### config.mk
export PLATFORM = sky130hd
export DESIGN_NAME = refresh_sched
export DESIGN_NICKNAME = d
export VERILOG_FILES = /design/src/hdl/dram_pkg.sv /design/src/hdl/refresh_sched.sv
export SDC_FILE = /design/constraint.sdc
export NUM_CORES = 1
export LEC_CHECK = 0
export ABC_AREA = 1
export BUFFER_PORTS_ARGS = -buffer_cell sky130_fd_sc_hd__buf_2
export CORE_UTILIZATION = 23
export DETAILED_ROUTE_END_ITERATION = 8
export SLEW_MARGIN = 0
export SYNTH_ARGS = -nofsm -noshare
export SYNTH_HDL_FRONTEND = slang
export SYNTH_SLANG_ARGS = --single-unit
### constraint.sdc
create_clock -name clk -period 2.17 [get_ports clk]
set_input_delay 0.1085 -clock clk [delete_from_list [all_inputs] [get_ports clk]]
set_output_delay 0.1085 -clock clk [all_outputs]
set_load 0.03 [all_outputs]
### src/hdl/dram_pkg.sv
// word controller constants: array depth, init length, busy lengths, refresh interval
package dram_pkg;

    localparam int MEM_WORDS = 256;                // 1 KiB of storage
    localparam int WADDR_W   = $clog2(MEM_WORDS);

    // word index into the array
    typedef logic [WADDR_W-1:0] waddr_t;

    localparam int INIT_CYCLES  = 64;  // power-up period
    localparam int ACCESS_BUSY  = 3;   // read or write
    localparam int REFRESH_BUSY = 5;

    // counter widths sized from the lengths above
    localparam int INIT_CNT_W = $clog2(INIT_CYCLES + 1);
    localparam int BUSY_CNT_W = $clog2(REFRESH_BUSY + 1);

    // refresh interval in idle cycles
    typedef logic [15:0] rint_t;

    localparam rint_t REFRESH_DEFAULT = 16'd200;

endpackage

### src/hdl/refresh_sched.sv
// refresh request generator with interval register and idle-cycle counter
`timescale 1ns/100ps

module refresh_sched
    import dram_pkg::*;
(
    input  logic  clk,
    input  logic  i_rst_n,
    input  logic  i_cfg_we,
    input  rint_t i_cfg_interval,
    input  logic  i_init_done,
    input  logic  i_mc_busy,
    input  logic  i_refresh_ack,
    output logic  o_refresh_req
);

    rint_t r_interval;
    rint_t idle_cnt;
    rint_t idle_next;
    logic  count_en;

    // only idle, initialised cycles count towards the next refresh
    assign count_en  = i_init_done && !i_mc_busy && !o_refresh_req;
    assign idle_next = idle_cnt + 1'b1;

    // interval register
    always_ff @(posedge clk) begin
        if (!i_rst_n) begin
            r_interval <= REFRESH_DEFAULT;
        end else if (i_cfg_we) begin
            r_interval <= i_cfg_interval;
        end
    end

    always_ff @(posedge clk) begin
        if (!i_rst_n) begin
            idle_cnt      <= '0;
            o_refresh_req <= 1'b0;
        end else if (i_refresh_ack) begin
            idle_cnt      <= '0;        // restart after the refresh is issued
            o_refresh_req <= 1'b0;
        end else if (count_en) begin
            idle_cnt <= idle_next;
            // >= so that a smaller interval written mid-count still fires
            if (idle_next >= r_interval) begin
                o_refresh_req <= 1'b1;
            end
        end
    end

endmodule

==> results.json <==
{
  "status": "finished clean",
  "drive_gt1_share_pct": 24.4,
  "wire_per_inst_um": 10.4,
  "cp-start-kind": "register",
  "grt_usage_pct": 10.4,
  "clockPowerShare_pct": 36.5,
  "synth-main-ff-cell": "dfxtp_1",
  "grt_pass1_wl_um": 7070,
  "cts_made_buffers": 5,
  "syn_area_per_cell_um2": 7.08,
  "grt_max_degree": 26,
  "max_slew.worst_pin.slew_ns": 0.620,
  "worst_clock_skew_ns": 0.00484,
  "syn_inst": 272,
  "pwr-share-seq_pct": 49.7,
  "cp-end-kind": "register",
  "path_clk_slew_ns": 0.07,
  "n_fill_cell": 903,
  "grt.overflow.total": 0,
  "setup_viol": 0,
  "netlist_area_um2": 1930,
  "p_int_w": 0.000959,
  "ys_seq_area_share_pct": 34.3,
  "cp_max_fo": 4,
  "synth-edff-count": 0,
  "tritoncts": "yes",
  "p_sw_w": 0.000349,
  "yosysWarnings": 0,
  "cp_data_required_time_ns": 2.39,
  "hp-class": "primary input to register",
  "cts_hold_buf": 0,
  "detail-route-antenna-nets": 0,
  "power_leakage_nw": 1.22,
  "area_delta_synth_final_pct": 25.9,
  "power_density_nw_per_um2": 539,
  "cts-root-buf": "clkbuf_8",
  "drt-pass1-iter-count": 4,
  "antenna_found_initial": 0,
  "drt_iter0_drc": 70,
  "grt_pass1_vias": 1540,
  "pwr-share-comb_pct": 13.8,
  "ir_drop_v": 0.000320,
  "clockBufferDepth": 2,
  "fmax_ghz": 0.482,
  "io_pins": 23,
  "fin_crit_sh_pct": 95.6,
  "nets": 342,
  "p_sw_share_pct": 26.7,
  "hold_slack_ns": 0.0389,
  "core_um2": 8180,
  "cts_sinks": 33,
  "max_slew_margin_pct": 58.6,
  "clk-insertion-delay-late_ns": 0.29,
  "die-area_um2": 8750,
  "fin_crit_ns": 2.08,
  "route.detailed.drc": 0,
  "htreeDepth": 2,
  "io_buffers": 22,
  "via_count": 1706,
  "finalPower_w": 0.00131,
  "final-max-slew-violation-count": 0,
  "post-dp-hpwl_um": 3130,
  "dieWidth_um": 93.5,
  "rsz0062_at_grt": "yes",
  "cp.arrival_ns": 2.30,
  "rows": 33,
  "path_class": "register to register",
  "avgViaCountPerCell": 4.18,
  "cap_violations": 0,
  "finalWeightedCongestion": 0.753,
  "num_antenna_cells": 0,
  "yosys_register_bits": 33,
  "wirelength_um": 4220,
  "die_y_um": 93.5,
  "initial_core_util_pct": 23.6,
  "synth_cell_type_count": 26,
  "synthArstFlopShare_pct": 0,
  "finalHoldViolations": 0,
  "synth_fp_nets": 311
}
==> synth_stat cells (2+ instances only) <==
master,n,area share [%]
inv_1,57,11
nand2_1,41,8.0
a21oi_1,36,9.4
dfxtp_1,33,34
o21ai_0,25,6.5
ha_1,17,11
nor2_1,13,2.5
xor2_1,8,3.6
nand3_1,6,1.6
nand4_1,5,1.6
o21ai_1,5,1.3
buf_2,3,0.78
clkbuf_1,3,0.58
nand2_2,3,0.97
nor2_2,3,0.97
nor3_1,3,0.78
o21a_1,2,0.78
==> layer usage <==
metal  global-route usage, %  wire length [um]  up-vias
met1                    14.0              2150      743
met3                    2.85               152        4
met5                       0                 0        -
met2                    16.1              1870       31
li1                        -                 -      928
met4                    3.08                47        0
==> kinds of logic (layout without fill, tap and decap cells) <==
logic type	after synthesis	in the layout	synth area share [%]
AND/OR/NAND/NOR	79	79	19.2
AO/OA/AOI/OAI	70	70	18.7
buffers and inverters	64	95	12.7
flip-flops	33	33	34.3
adder cells (fa/ha/maj)	17	17	11.0
XOR/XNOR	9	9	4.09
==> sequential cells by signal, indices dropped and copies added (netlist names) <==
name and cells:
r_interval 16, o_refresh_req 1, idle_cnt 16
==> power by group through the flow <==
stage          Sequential, W  Clock, W  Combinational (W)
4_1_cts             0.000649  0.000489           0.000173
6_report            0.000649  0.000478           0.000180
5_1_grt             0.000652  0.000516           0.000212
2_1_floorplan       0.000660         0           0.000118
3_3_place_gp        0.000662         0           0.000168
3_5_place_dp        0.000663         0           0.000172
==> worst paths after layout <==
kind / from / end / slack, ns / depth (start not counted)
setup reg to reg: idle_cnt[0] / o_refresh_req / 0.09 / 17
hold reg to reg: r_interval[14] / r_interval[14] / 0.46 / 2
setup / recovery: idle_cnt[0] / o_refresh_req / 0.09 / 17
hold / removal: i_cfg_interval[6] / r_interval[6] / 0.04 / 3
==> through the flow <==
stage | area (um^2) | std cells | utilization (%) | worst slack (ns) | setup TNS (ns)
after global routing | 2430 | 408 | 29.7 | -0.0470 | -0.0470
final | 2430 | 408 | 29.7 | 0.0950 | 0
after detailed placement | 2170 | 397 | 26.6 | 0.0392 | 0
after global placement | 2170 | 397 | 26.6 | 0.0934 | 0
after floorplan | 1930 | 272 | - | 0.187 | 0
after CTS | 2260 | 404 | 27.6 | 0.0192 | 0
==> final cells by class <==
| type | count | area, um^2 | share of cell area (%) |
|---|---|---|---|
| tap | 105 | 131 | 5.42 |
| clock buffer | 7 | 86.3 | 3.56 |
| timing repair buffer | 30 | 170 | 7.01 |
| inverter | 58 | 218 | 8.97 |
| sequential | 33 | 677 | 27.9 |
| multi-input combinational | 175 | 1140 | 47.1 |
==> critical path, cell delays in order, from the launching register on <==
cell and delay, ns:
dfxtp_4 0.38, ha_4 0.15, nand2_4 0.05, inv_2 0.07, nand2_4 0.07, nor2_4 0.14
nand2_2 0.08, xor2_2 0.18, inv_1 0.09, ha_4 0.27, nand4_1 0.09, nor2_1 0.10
nand2_1 0.05, inv_1 0.04, nand2_1 0.04, nand2_1 0.05, nand2_1 0.04, a21oi_1 0.10
==> layout by cell type, fill, tap and decap left out, types with 6 or more instances in the layout <==
cell and n:
a21oi_1 34, buf_2 22, buf_4 8, clkbuf_8 6, dfxtp_1 24, ha_1 14, nor2_1 13, inv_1 55
nand2_1 37, o21ai_0 25, dfxtp_2 7
==> what timing repair did <==
action                                 in CTS  in global routing
endpoints found under the hold margin       0                  0
setup endpoints to repair                   0                  1
buffers inserted                            0                  4
gates resized for setup                     0                 34
Power figures use the tool's default switching activity.
