**src/hdl/mem_pkg.sv**
```systemverilog
// access-side types and size encoding for the load/store path
package mem_pkg;

    // byte address as seen by the CPU
    typedef logic [31:0] addr_t;

    // one data word
    typedef logic [31:0] word_t;

    // byte enables, bit n set means byte n is written
    typedef logic [3:0] bmask_t;

    // access control: [1:0] size, [2] zero extension on loads
    typedef logic [2:0] ctrl_t;

    // size field values
    localparam logic [1:0] SIZE_BYTE = 2'd0;
    localparam logic [1:0] SIZE_HALF = 2'd1;
    localparam logic [1:0] SIZE_WORD = 2'd2;

    // position of the zero-extend select inside ctrl_t
    localparam int CTRL_ZEXT = 2;

endpackage

```
**src/hdl/dram_pkg.sv**
```systemverilog
// word controller constants: array depth, init length, busy lengths, refresh interval
package dram_pkg;

    localparam int MEM_WORDS = 256;                // 1 KiB of storage
    localparam int WADDR_W   = $clog2(MEM_WORDS);

    // word index into the array
    typedef logic [WADDR_W-1:0] waddr_t;

    localparam int INIT_CYCLES  = 64;  // power-up period
    localparam int ACCESS_BUSY  = 3;   // read or write
    localparam int REFRESH_BUSY = 5;

    // counter widths sized from the lengths above
    localparam int INIT_CNT_W = $clog2(INIT_CYCLES + 1);
    localparam int BUSY_CNT_W = $clog2(REFRESH_BUSY + 1);

    // refresh interval in idle cycles
    typedef logic [15:0] rint_t;

    localparam rint_t REFRESH_DEFAULT = 16'd200;

endpackage

```
**src/hdl/unaligned_lsu.sv**
```systemverilog
// load/store adapter: unaligned access splitting, store alignment and masking, load extension
`timescale 1ns/100ps

module unaligned_lsu
    import mem_pkg::*, dram_pkg::*;
(
    input  logic   clk,
    input  logic   i_rst_n,
    input  logic   i_rd_en,
    input  logic   i_wr_en,
    input  addr_t  i_addr,
    input  word_t  i_wdata,
    input  ctrl_t  i_ctrl,
    input  word_t  i_mc_rdata,
    input  logic   i_mc_busy,
    input  logic   i_refresh_req,
    output word_t  o_rdata,
    output logic   o_busy,
    output logic   o_mc_rd,
    output logic   o_mc_wr,
    output logic   o_mc_refresh,
    output logic   o_refresh_ack,
    output waddr_t o_mc_waddr,
    output word_t  o_mc_wdata,
    output bmask_t o_mc_wmask
);

    typedef enum logic [3:0] {
        IDLE,
        RD_ISSUE,
        RD_WAIT,
        RD2_ISSUE,
        RD2_WAIT,
        WR_ISSUE,
        WR_WAIT,
        WR2_ISSUE,
        WR2_WAIT,
        REF_ISSUE,
        REF_WAIT,
        DONE
    } state_t;

    state_t state;
    logic   r_seen_busy;    // controller went busy since the strobe
    logic   r_pending;      // CPU access accepted together with a refresh
    logic   r_is_load;

    waddr_t     r_waddr;
    logic [1:0] r_off;
    ctrl_t      r_ctrl;
    word_t      r_wdata;
    word_t      r_lo;
    word_t      r_hi;

    logic        accept;
    logic        in_wait;
    logic        op_done;
    logic        crosses;
    logic        second;
    bmask_t      size_mask;
    logic [7:0]  wide_mask;
    logic [63:0] wide_data;
    logic [63:0] rd_pair;
    word_t       ld_raw;
    word_t       ld_data;

    assign accept  = (state == IDLE) && !i_mc_busy && (i_rd_en || i_wr_en);
    assign in_wait = state inside {RD_WAIT, RD2_WAIT, WR_WAIT, WR2_WAIT, REF_WAIT};
    assign op_done = in_wait && r_seen_busy && !i_mc_busy;

    always_comb begin
        case (r_ctrl[1:0])
            SIZE_BYTE: size_mask = 4'b0001;
            SIZE_HALF: size_mask = 4'b0011;
            default:   size_mask = 4'b1111;
        endcase
    end

    // little-endian placement over two adjacent words
    assign wide_mask = {4'b0000, size_mask} << r_off;
    assign wide_data = {32'd0, r_wdata} << {r_off, 3'b000};
    assign crosses   = |wide_mask[7:4];   // half at 3, word at 1..3
    assign second    = (state == RD2_ISSUE) || (state == WR2_ISSUE);

    // load rebuild from the low and high word
    assign rd_pair = {r_hi, r_lo} >> {r_off, 3'b000};
    assign ld_raw  = rd_pair[31:0];

    always_comb begin
        case (r_ctrl[1:0])
            SIZE_BYTE: ld_data = r_ctrl[CTRL_ZEXT] ? {24'd0, ld_raw[7:0]}
                                                   : {{24{ld_raw[7]}}, ld_raw[7:0]};
            SIZE_HALF: ld_data = r_ctrl[CTRL_ZEXT] ? {16'd0, ld_raw[15:0]}
                                                   : {{16{ld_raw[15]}}, ld_raw[15:0]};
            default:   ld_data = ld_raw;
        endcase
    end

    always_ff @(posedge clk) begin
        if (!i_rst_n) begin
            r_seen_busy <= 1'b0;
        end else if (op_done) begin
            r_seen_busy <= 1'b0;
        end else if (in_wait && i_mc_busy) begin
            r_seen_busy <= 1'b1;
        end
    end

    always_ff @(posedge clk) begin
        if (!i_rst_n) begin
            state     <= IDLE;
            r_pending <= 1'b0;
            r_is_load <= 1'b0;
        end else begin
            case (state)
                IDLE: begin
                    if (!i_mc_busy) begin
                        r_pending <= i_rd_en || i_wr_en;
                        r_is_load <= i_rd_en;
                        if (i_refresh_req) begin
                            state <= REF_ISSUE;     // refresh goes first
                        end else if (i_rd_en) begin
                            state <= RD_ISSUE;
                        end else if (i_wr_en) begin
                            state <= WR_ISSUE;
                        end
                    end
                end
                RD_ISSUE:  state <= RD_WAIT;
                RD_WAIT:   if (op_done) state <= crosses ? RD2_ISSUE : DONE;
                RD2_ISSUE: state <= RD2_WAIT;
                RD2_WAIT:  if (op_done) state <= DONE;
                WR_ISSUE:  state <= WR_WAIT;
                WR_WAIT:   if (op_done) state <= crosses ? WR2_ISSUE : DONE;
                WR2_ISSUE: state <= WR2_WAIT;
                WR2_WAIT:  if (op_done) state <= DONE;
                REF_ISSUE: state <= REF_WAIT;
                REF_WAIT: begin
                    if (op_done) begin
                        if (!r_pending) begin
                            state <= DONE;
                        end else begin
                            state <= r_is_load ? RD_ISSUE : WR_ISSUE;
                        end
                    end
                end
                DONE:    state <= IDLE;
                default: state <= IDLE;
            endcase
        end
    end

    // request capture and returned data
    always_ff @(posedge clk) begin
        if (accept) begin
            r_waddr <= i_addr[WADDR_W+1:2];
            r_off   <= i_addr[1:0];
            r_ctrl  <= i_ctrl;
            r_wdata <= i_wdata;
        end
        if (state == RD_WAIT && op_done) begin
            r_lo <= i_mc_rdata;
        end
        if (state == RD2_WAIT && op_done) begin
            r_hi <= i_mc_rdata;
        end
        if (state == DONE && r_pending && r_is_load) begin
            o_rdata <= ld_data;
        end
    end

    assign o_busy        = (state != IDLE) || i_mc_busy;
    assign o_mc_rd       = (state == RD_ISSUE) || (state == RD2_ISSUE);
    assign o_mc_wr       = (state == WR_ISSUE) || (state == WR2_ISSUE);
    assign o_mc_refresh  = (state == REF_ISSUE);
    assign o_refresh_ack = (state == REF_ISSUE);

    // second word wraps around the array
    assign o_mc_waddr = second ? waddr_t'(r_waddr + 1'b1) : r_waddr;
    assign o_mc_wdata = second ? wide_data[63:32] : wide_data[31:0];
    assign o_mc_wmask = second ? wide_mask[7:4] : wide_mask[3:0];

endmodule

```
**config.mk**
```make
export PLATFORM = sky130hd
export DESIGN_NAME = unaligned_lsu
export DESIGN_NICKNAME = d
export VERILOG_FILES = /design/src/hdl/mem_pkg.sv /design/src/hdl/dram_pkg.sv /design/src/hdl/unaligned_lsu.sv
export SDC_FILE = /design/constraint.sdc
export NUM_CORES = 1
export LEC_CHECK = 0
export ABC_AREA = 0
export BUFFER_PORTS_ARGS = -buffer_cell sky130_fd_sc_hd__buf_2
export CAP_MARGIN = 20
export CORE_UTILIZATION = 47
export DETAILED_ROUTE_END_ITERATION = 8
export GPL_TIMING_DRIVEN = 0
export MAX_ROUTING_LAYER = met4
export PLACE_DENSITY = 0.79
export SKIP_CTS_REPAIR_TIMING = 1
export SLEW_MARGIN = 20
export SYNTH_ARGS = -nofsm -noshare
export SYNTH_HDL_FRONTEND = slang
export SYNTH_SLANG_ARGS = --single-unit
```
**constraint.sdc**
```tcl
create_clock -name clk -period 3.3 [get_ports clk]
set_input_delay 0.33 -clock clk [delete_from_list [all_inputs] [get_ports clk]]
set_output_delay 0.33 -clock clk [all_outputs]
set_load 0.05 [all_outputs]
```
==> results of run 1 <==
[per-layer routing]
| layer | share of wire | vias to the layer above | wire, um |
|---|---|---|---|
| li1 | - | 2307 | - |
| met1 | 0.39 | 2443 | 6830 |
| met2 | 0.49 | 314 | 8670 |
| met3 | 0.080 | 59 | 1400 |
| met4 | 0.040 | 0 | 707 |
| met5 | 0 | - | 0 |
[placed cells by master, fill, tap and decap left out, types with 2 or more instances in the layout]
cell type,Yosys,final
buf_1,4,4
nand4_1,3,3
nand2_1,47,47
and3_1,17,17
nor2_4,0,2
mux2i_1,39,39
and2_1,2,2
mux4_2,3,3
nor2b_1,10,10
nor3_1,2,2
and3b_1,2,2
nand3b_1,5,5
clkinv_1,1,5
a21oi_1,38,38
buf_12,0,2
o21a_1,2,2
clkinv_4,0,2
clkinvlp_4,0,2
or3_1,2,2
dfxtp_1,7,7
nor2_1,23,21
buf_2,17,180
clkinv_2,0,2
mux2_2,16,16
nand2b_1,9,9
xor2_1,2,2
a31oi_1,9,9
buf_6,2,2
nand3_1,21,21
clkbuf_1,14,14
xnor2_1,7,7
bufinv_16,0,4
inv_1,2,2
edfxtp_1,133,133
a311oi_1,3,3
clkbuf_16,0,17
o22ai_1,8,8
a211oi_1,9,9
o21ai_0,36,36
[stage by stage]
stage / cells / setup slack [ns] / utilization / hold slack, ns
6_report: 883 / 0.199 / 0.614 / 0.0700
5_1_grt: 883 / 0.0668 / 0.614 / 0.0561
4_1_cts: 883 / 0.243 / 0.614 / 0.0616
3_5_place_dp: 852 / 0.722 / 0.569 / 0.483
3_3_place_gp: 849 / 0.105 / 0.563 / 0.464
2_1_floorplan: 510 / 0.308 / - / 0.429
[cells by family (layout without fill, tap and decap cells)]
logic type	after synthesis	count (layout)	share of synthesized area
compound gates	112	112	0.0999
xor+xnor	9	9	0.0122
fa+ha+maj	1	1	0.00193
buf+inv	41	238	0.0300
flops	140	140	0.638
mux	59	59	0.103
simple gates	148	148	0.115
[layout make-up]
| cell class | instances | area [um2] | area share |
|---|---|---|---|
| clock buffers | 17 | 425 | 0.0519 |
| clock inverters | 14 | 178 | 0.0217 |
| well taps | 176 | 220 | 0.0269 |
| inverters | 3 | 11.3 | 0.00137 |
| plain buffers | 38 | 183 | 0.0223 |
| repair buffers | 166 | 883 | 0.108 |
| multi-input cells | 329 | 2160 | 0.264 |
| flip-flops and latches | 140 | 4130 | 0.504 |
[final timing paths]
check	to	cells past startpoint
max	o_mc_wdata[5]	7
min	r_wdata[2]	1
max reg2reg	r_wdata[15]	4
min reg2reg	r_is_load	2
[where the power goes]
part	switching, W	internal (W)	leakage [nW]
combinational	0.00153	0.000623	1.72
clock	0.000723	0.00125	0.289
sequential	0.000106	0.00219	1.27
total	0.00236	0.00405	3.27
[state kept, by name, summed over array words and instances (netlist names)]
name and flops:
r_off 2, r_waddr 8, state 4, r_pending 1, o_rdata 32, r_lo 32
r_ctrl 3, r_seen_busy 1, r_is_load 1, r_wdata 32, r_hi 24
==> out/results.tsv, run 1 <==
metric	value	unit
nFillCells	1040	
pin_count	186	
cts_buffers	17	
crit_fanout	10	
hold_violations	0	
power_leakage	3.27	nW
die_x	119	um
use_met3	0.0556	
regToRegSetupSlack	0.81	ns
clock.fmax	322	MHz
drv_slew	0	
synth.most_common_cell	edfxtp_1	
vias	5123	
cpMostUsedCell	buf_2	
fin_crit	3.10	ns
use_met2	0.412	
crit_slowest_cell	clkbuf_1	
slowest_delay	0.41	ns
cp_cell_sequence	buf_2 > buf_2 > buf_2 > clkbuf_1 > nand3_1 > o21ai_0 > buf_2	
synth_common_cells	edfxtp_1, nand2_1, mux2i_1	
antenna_left	0	
fp-row-count	42	
start_util	0.485	
critPathLaunch	r_off[1]	
period_share	0.940	
status	complete, no violations	
rsz0062_at_grt	no	
end_kind	output pin	
numPortBuffers	163	
synthTopCellsByArea	edfxtp_1, mux2i_1, a21oi_1, o21ai_0, mux2_2	
yosys_warnings	0	
cts_root_buffer	clkbuf_16	
path_class	reg -> out	
crit_arrival	2.77	ns
synth_nets	616	
grt_pass1_wl	27000	um
drive_above_1_share	0.335	
gp_congestion	1.02	
synthCells	510	
wl	17600	um
worstHoldPathType	in -> reg	
grt_overflow	0	
grt_pass1_vias	5040	
cts_buffer_depth	2	
skew	0.00658	ns
synth_edf_count	133	
async_reset_ff_frac	0	
grt_use_met1	0.321	
nNetsFinal	801	
vdd_drop_max	0.000450	V
antenna_found_initial	0	
total_power	0.00641	W
syn_area_per_cell	12.7	um2
grt-busiest-layer	met2	
path_delay_family	buffers and inverters	
cts_tree	built	
antenna_cells	0	
drcViolationCount	0	
worst-path-buf-inv	5	
final_area	8200	um2
synth_ff_type	edfxtp_1	
setup_tns	0	ns
area_growth	26.6	%
drt_first_pass_iters	5	
wire_per_inst	20.0	um
setup_viol	0	
cts_htree_levels	4	
hold_start	i_wdata[2]	
avgViaCountPerCell	5.80	
coreArea	13300	um2
synth_cell_types	46	
synth.top_cell.area_share	0.617	
synth_top_area_cell	edfxtp_1	
die_area	14300	um2
worst_setup_path_start_kind	flip-flop	
cts_sinks	140	
clk_pin_slew	0.06	ns
regToRegStartpoint	state[3]	
die_h	119	um
syn_area	6470	um2
placed_area	7590	um2
insertion_delay	0.43	ns
drv_cap	0	
gr-usage-all-layers	0.265	
p_per_area	782	nW/um2
hpwl	12100	um
grt_start_max_net_pins	33	
yosysSeqAreaShare	0.638	
drt_iter0_drc	673	
worstMarginPinSlew	0.781	ns
ys_seq_elements	140	
slew_headroom	0.475	
worstPathRequired	2.97	ns
Note: power is estimated with default switching activity, not from simulation.
==> inputs of run 2 (changes only) <==
Settings changed: CORE_UTILIZATION 47 to 25, CTS_BUF_LIST set to sky130_fd_sc_hd__clkbuf_8, PLACE_DENSITY 0.79 to 0.47.
Clock period 3.3 ns to 3.6 ns, I/O delays scaled along.
==> run 2 against run 1 <==
Global-route usage shrank 11 points. Worst hold slack barely moved. Die area grew 86%. Clock skew grew 0.0092 ns. Critical path depth unchanged. Sequential share of layout area is 0.12 points lower. Power shrank 16%. Critical path type unchanged. Largest cell class unchanged. Highest routed layer unchanged.
==> out/results.tsv, run 2 (synthesized netlist as in run 1, its figures left out) <==
metric	value	unit	change
status	complete, no violations		
clock.fmax	291	MHz	
path_class	reg -> out		
nFillCells	2574		+150%
crit_arrival	3.07	ns	+0.30 ns
worst_r2r_path_depth	6		+2
critPathLaunch	r_off[0]		
gp_congestion	0.843		-17%
die_area	26500	um2	+86%
dpl.cell_count	1007		+18%
cts_root_buffer	clkbuf_8		
die_x	163	um	+36%
nNetsFinal	802		+0.12%
setup_viol	0		unchanged
drive_above_1_share	0.340		+0.00470
start_util	0.256		-0.229
cts_buffers	17		unchanged
avgViaCountPerCell	4.64		-20%
regToRegSetupSlack	1.19	ns	+0.38 ns
top_regs	o_rdata (32), r_lo (32), r_wdata (32)		
fin_crit	3.43	ns	
drt_iter0_drc	324		-52%
final_area	8220	um2	+0.23%
fp-row-count	58		+38%
numPortBuffers	163		unchanged
layout_common_cells	buf_2, edfxtp_1, nand2_1, mux2i_1, a21oi_1		
skew	0.0158	ns	+0.00918 ns
wire_per_inst	19.4	um	-2.8%
p_per_area	656	nW/um2	-16%
fin_cells	1042		+18%
rsz0062_at_grt	no		
crit_fanout	10		unchanged
cts_buffer_depth	2		unchanged
grt_overflow	0		unchanged
pin_count	186		unchanged
period_share	0.953		
cts_tree	built		
hold_violations	0		unchanged
drt_first_pass_iters	6		+1
cts_sinks	140		unchanged
area_growth	26.9	%	
drv_cap	0		unchanged
grt_pass1_wl	29000	um	+7.4%
endpoint	o_mc_wdata[6]		
worst_slack	0.169	ns	-0.0295 ns
grt_pass1_vias	4692		-6.9%
slew_headroom	0.463		-0.0118
dpl_worst_slack	0.629	ns	-0.0934 ns
vias	4838		-5.6%
coreArea	25300	um2	+90%
worstReg2RegEnd	o_rdata[22]		
final_common_cell	buf_2		
vdd_drop_max	0.000286	V	-37%
worstHoldPathType	in -> reg		
total_power	0.00539	W	-16%
power_leakage	3.19	nW	-2.5%
wl	20200	um	+15%
cts_htree_levels	4		unchanged
antenna_found_initial	3		+3
worstMarginPinSlew	0.802	ns	+0.0208 ns
insertion_delay	0.46	ns	+0.03 ns
hold_depth	1		unchanged
gr-usage-all-layers	0.158		-0.106
grt_start_max_net_pins	28		-15%
drcViolationCount	0		unchanged
end_kind	output pin		
regToRegStartpoint	r_off[0]		
antenna_left	0		unchanged
worstPathRequired	3.24	ns	+0.27 ns
die_h	163	um	+36%
drv_slew	0		unchanged
hpwl	14600	um	+20%
clk_pin_slew	0.09	ns	+0.03 ns
placed_area	7820	um2	+2.9%
worst_setup_path_start_kind	flip-flop		
-- run 2: changes by cell type in the layout (fill, tap and decap cells not counted) --
| cell | previous run | this run |
|---|---|---|
| clkbuf_16 | 17 | 0 |
| clkbuf_8 | 0 | 17 |
| inv_6 | 0 | 6 |
| diode_2 | 0 | 3 |
| bufinv_16 | 4 | 2 |
| clkinv_1 | 5 | 3 |
| buf_16 | 1 | 2 |
| clkinv_2 | 2 | 1 |
| clkinv_4 | 2 | 1 |
| inv_8 | 0 | 1 |
-- run 2: power breakdown --
group | switching [W] | internal [W] | total, W
Combinational | 0.00143 | 0.000584 | 0.00201
Clock | 0.000666 | 0.000627 | 0.00129
Sequential | 0.0000912 | 0.00200 | 0.00209
Total | 0.00218 | 0.00321 | 0.00539
-- run 2: worst min path at each step --
stage,startpoint,to
after CTS,i_mc_rdata[24],r_lo[24]
after global routing,i_mc_rdata[24],r_lo[24]
final,i_wdata[24],r_wdata[24]
after global placement,r_is_load,r_is_load
after detailed placement,r_is_load,r_is_load
after floorplan,r_is_load,r_is_load
-- run 2: metrics by stage --
stage	TNS [ns]	util	hold WS (ns)
floorplan	0	-	0.450
detailed placement	0	0.309	0.471
CTS	0	0.324	0.0314
global placement	-1.89	0.304	0.468
global route	0	0.324	0.0380
finish	0	0.324	0.0697
-- run 2: routing by layer --
metal | global-route usage | wire length (um) | up-vias
met1 | 0.189 | 8660 | 2355
met3 | 0.0339 | 927 | 29
li1 | - | - | 2314
met2 | 0.257 | 10100 | 140
met5 | - | 0 | -
met4 | 0.0667 | 475 | 0
-- run 2: critical path, stage by stage, from the launching register on --
cell	delay, ns
edfxtp_1	0.43
buf_6	0.19
buf_2	0.23
clkinv_1	0.28
clkbuf_1	0.59
a31oi_1	0.21
o21ai_0	0.35
buf_2	0.33
-- run 2: final cells by class --
type	count	area, um2	share of cell area
multi-input cells	329	2160	0.263
diodes	3	7.51	0.000914
flip-flops and latches	140	4130	0.503
plain buffers	38	183	0.0222
inverters	3	11.3	0.00137
clock buffers	17	234	0.0285
repair buffers	167	911	0.111
well taps	330	413	0.0502
clock inverters	15	160	0.0195
==> inputs of run 3 (changes only) <==
Settings changed: ABC_AREA 0 to 1, SLEW_MARGIN 20 to 15.
==> run 3 against run 2 <==
Cell count is 17% higher. Clock power increased by 11%. Combinational power barely moved. Highest routed layer unchanged. Sequential power is essentially flat. Utilization hardly changed. Critical endpoint is now o_mc_wdata[7]. Worst hold slack better by 0.0025 ns. Register-to-register slack got worse by 0.20 ns. Setup slack gained 0.43 ns. Die area rose by 2.7%. Sequential cell count stayed put. Largest power group unchanged.
==> out/results.tsv, run 3 <==
metric	value	unit	change
drv_cap	0		unchanged
grt_pass1_vias	5433		+16%
synth.most_common_cell	nand2_1		
regToRegSetupSlack	0.99	ns	-0.20 ns
antenna_found_initial	7		+4
cts_buffers	17		unchanged
gr-usage-all-layers	0.168		+0.00964
start_util	0.255		-0.000363
area_growth	27.0	%	about the same
nNetsFinal	973		+21%
p_per_area	654	nW/um2	-0.33%
clock.fmax	333	MHz	+14%
hold_depth	1		unchanged
die_area	27300	um2	+2.7%
synth_top_area_cell	edfxtp_1		
hpwl	16300	um	+12%
drt_first_pass_iters	5		-1
synth_ff_type	edfxtp_1		
synth_nets	783		+27%
synthTopCellsByArea	edfxtp_1, nand2_1, o21ai_0, a21oi_1, inv_1		
die_h	165	um	+1.3%
period_share	0.833		-0.120
crit_fanout	10		unchanged
drv_slew	0		unchanged
rsz0062_at_grt	no		
worstPathRequired	3.24	ns	about the same
dpl_worst_slack	0.919	ns	+0.290 ns
layout_common_cells	nand2_1, buf_2, edfxtp_1, o21ai_0, a21oi_1		
wl	22000	um	+8.9%
drt_iter0_drc	447		+38%
vias	5607		+16%
cts_tree	built		
synth_edf_count	133		unchanged
crit_arrival	2.64	ns	-0.43 ns
pin_count	186		unchanged
cts_sinks	140		unchanged
slew_headroom	0.485		+0.0219
grt_start_max_net_pins	28		unchanged
worstMarginPinSlew	0.770	ns	-0.0317 ns
numPortBuffers	163		unchanged
synthCells	677		+33%
setup_viol	0		unchanged
cts_htree_levels	4		unchanged
hold_violations	0		unchanged
placed_area	7990	um2	+2.2%
synth.top_cell.area_share	0.600		-0.0165
worst_setup_path_start_kind	flip-flop		
yosys_warnings	0		unchanged
async_reset_ff_frac	0		unchanged
avgViaCountPerCell	4.59		-1.2%
synth_common_cells	nand2_1, edfxtp_1, o21ai_0		
nFillCells	2740		+6.4%
worst_r2r_path_depth	7		+1
final_area	8450	um2	+2.8%
synth_cell_types	34		-26%
wire_per_inst	18.0	um	-7.1%
gp_congestion	0.871		+3.3%
status	complete, no violations		
power_leakage	3.53	nW	+11%
path_class	reg -> out		
vdd_drop_max	0.000392	V	+37%
drive_above_1_share	0.285		-0.0547
coreArea	26100	um2	+2.9%
final_common_cell	nand2_1		
top_regs	o_rdata (32), r_lo (32), r_wdata (32)		
clk_pin_slew	0.09	ns	about the same
skew	0.0121	ns	-0.00364 ns
worstHoldPathType	in -> reg		
grt_pass1_wl	32000	um	+10%
fin_crit	3.00	ns	-0.432 ns
yosysSeqAreaShare	0.621		-0.0171
ys_seq_elements	140		unchanged
drcViolationCount	0		unchanged
die_x	165	um	+1.3%
cts_buffer_depth	2		unchanged
syn_area	6650	um2	+2.7%
cts_root_buffer	clkbuf_8		
grt_overflow	0		unchanged
end_kind	output pin		
insertion_delay	0.46	ns	about the same
syn_area_per_cell	9.83	um2	-23%
fp-row-count	59		+1.7%
worst_slack	0.601	ns	+0.432 ns
antenna_left	0		unchanged
run 3: changes by cell type after synthesis, sizes merged, moves of 20 or more:
cell   change
nor2      +20
nand2    +153
a21oi     +30
o21ai     +40
mux2i     -39
inv       +43
run 3: final timing paths:
path | start | endpoint
setup / recovery | r_off[1] | o_mc_wdata[7]
hold / removal | i_mc_rdata[30] | r_lo[30]
setup reg to reg | state[3] | r_lo[10]
hold reg to reg | r_is_load | r_is_load
run 3: routing by layer:
metal  routed length (um)  up-vias  global-route usage  share of wire
li1                     -     2750                   -              -
met1                 9680     2608               0.213           0.44
met2                10300      219               0.257           0.47
met3                 1650       30              0.0437          0.075
met4                  413        0              0.0613          0.019
met5                    0        -                   -              0
run 3: critical path, cell delays in order (launching register included):
cell	delay, ns
edfxtp_1	0.39
buf_4	0.19
inv_1	0.13
buf_4	0.22
clkbuf_1	0.55
o21ai_0	0.22
o21ai_0	0.17
buf_2	0.32
run 3: layout make-up:
| cell class | count | area, um2 | area share |
|---|---|---|---|
| buffer | 36 | 223 | 0.0264 |
| tap | 335 | 419 | 0.0496 |
| sequential | 140 | 4130 | 0.489 |
| inverter | 45 | 171 | 0.0203 |
| clock inverter | 15 | 209 | 0.0247 |
| multi-input combinational | 456 | 2140 | 0.254 |
| timing repair buffer | 171 | 900 | 0.106 |
| antenna | 7 | 17.5 | 0.00207 |
| clock buffer | 17 | 234 | 0.0277 |
run 3: kinds of logic after synthesis:
group / synth area share
XOR/XNOR: 0.00922
AO/OA/AOI/OAI: 0.134
buffers and inverters: 0.0592
adder cells (fa/ha/maj): 0.00188
AND/OR/NAND/NOR: 0.175
flip-flops: 0.621
run 3: per-stage QoR:
| step | hold WS, ns | utilization | power [W] | cells | TNS, ns |
|---|---|---|---|---|---|
| 2_1_floorplan | 0.457 | - | 0.00352 | 677 | 0 |
| 3_3_place_gp | 0.488 | 0.303 | 0.00411 | 1175 | -91.99 |
| 3_5_place_dp | 0.489 | 0.307 | 0.00412 | 1183 | 0 |
| 4_1_cts | 0.0458 | 0.324 | 0.00556 | 1215 | 0 |
| 5_1_grt | 0.0469 | 0.324 | 0.00580 | 1222 | 0 |
| 6_report | 0.0722 | 0.324 | 0.00553 | 1222 | 0 |
run 3: report_power, final:
part / leakage [nW] / internal [W] / total [W] / switching (W)
Sequential: 1.27 / 0.00198 / 0.00208 / 0.0000960
Combinational: 2.04 / 0.000503 / 0.00202 / 0.00152
Clock: 0.219 / 0.000767 / 0.00143 / 0.000666
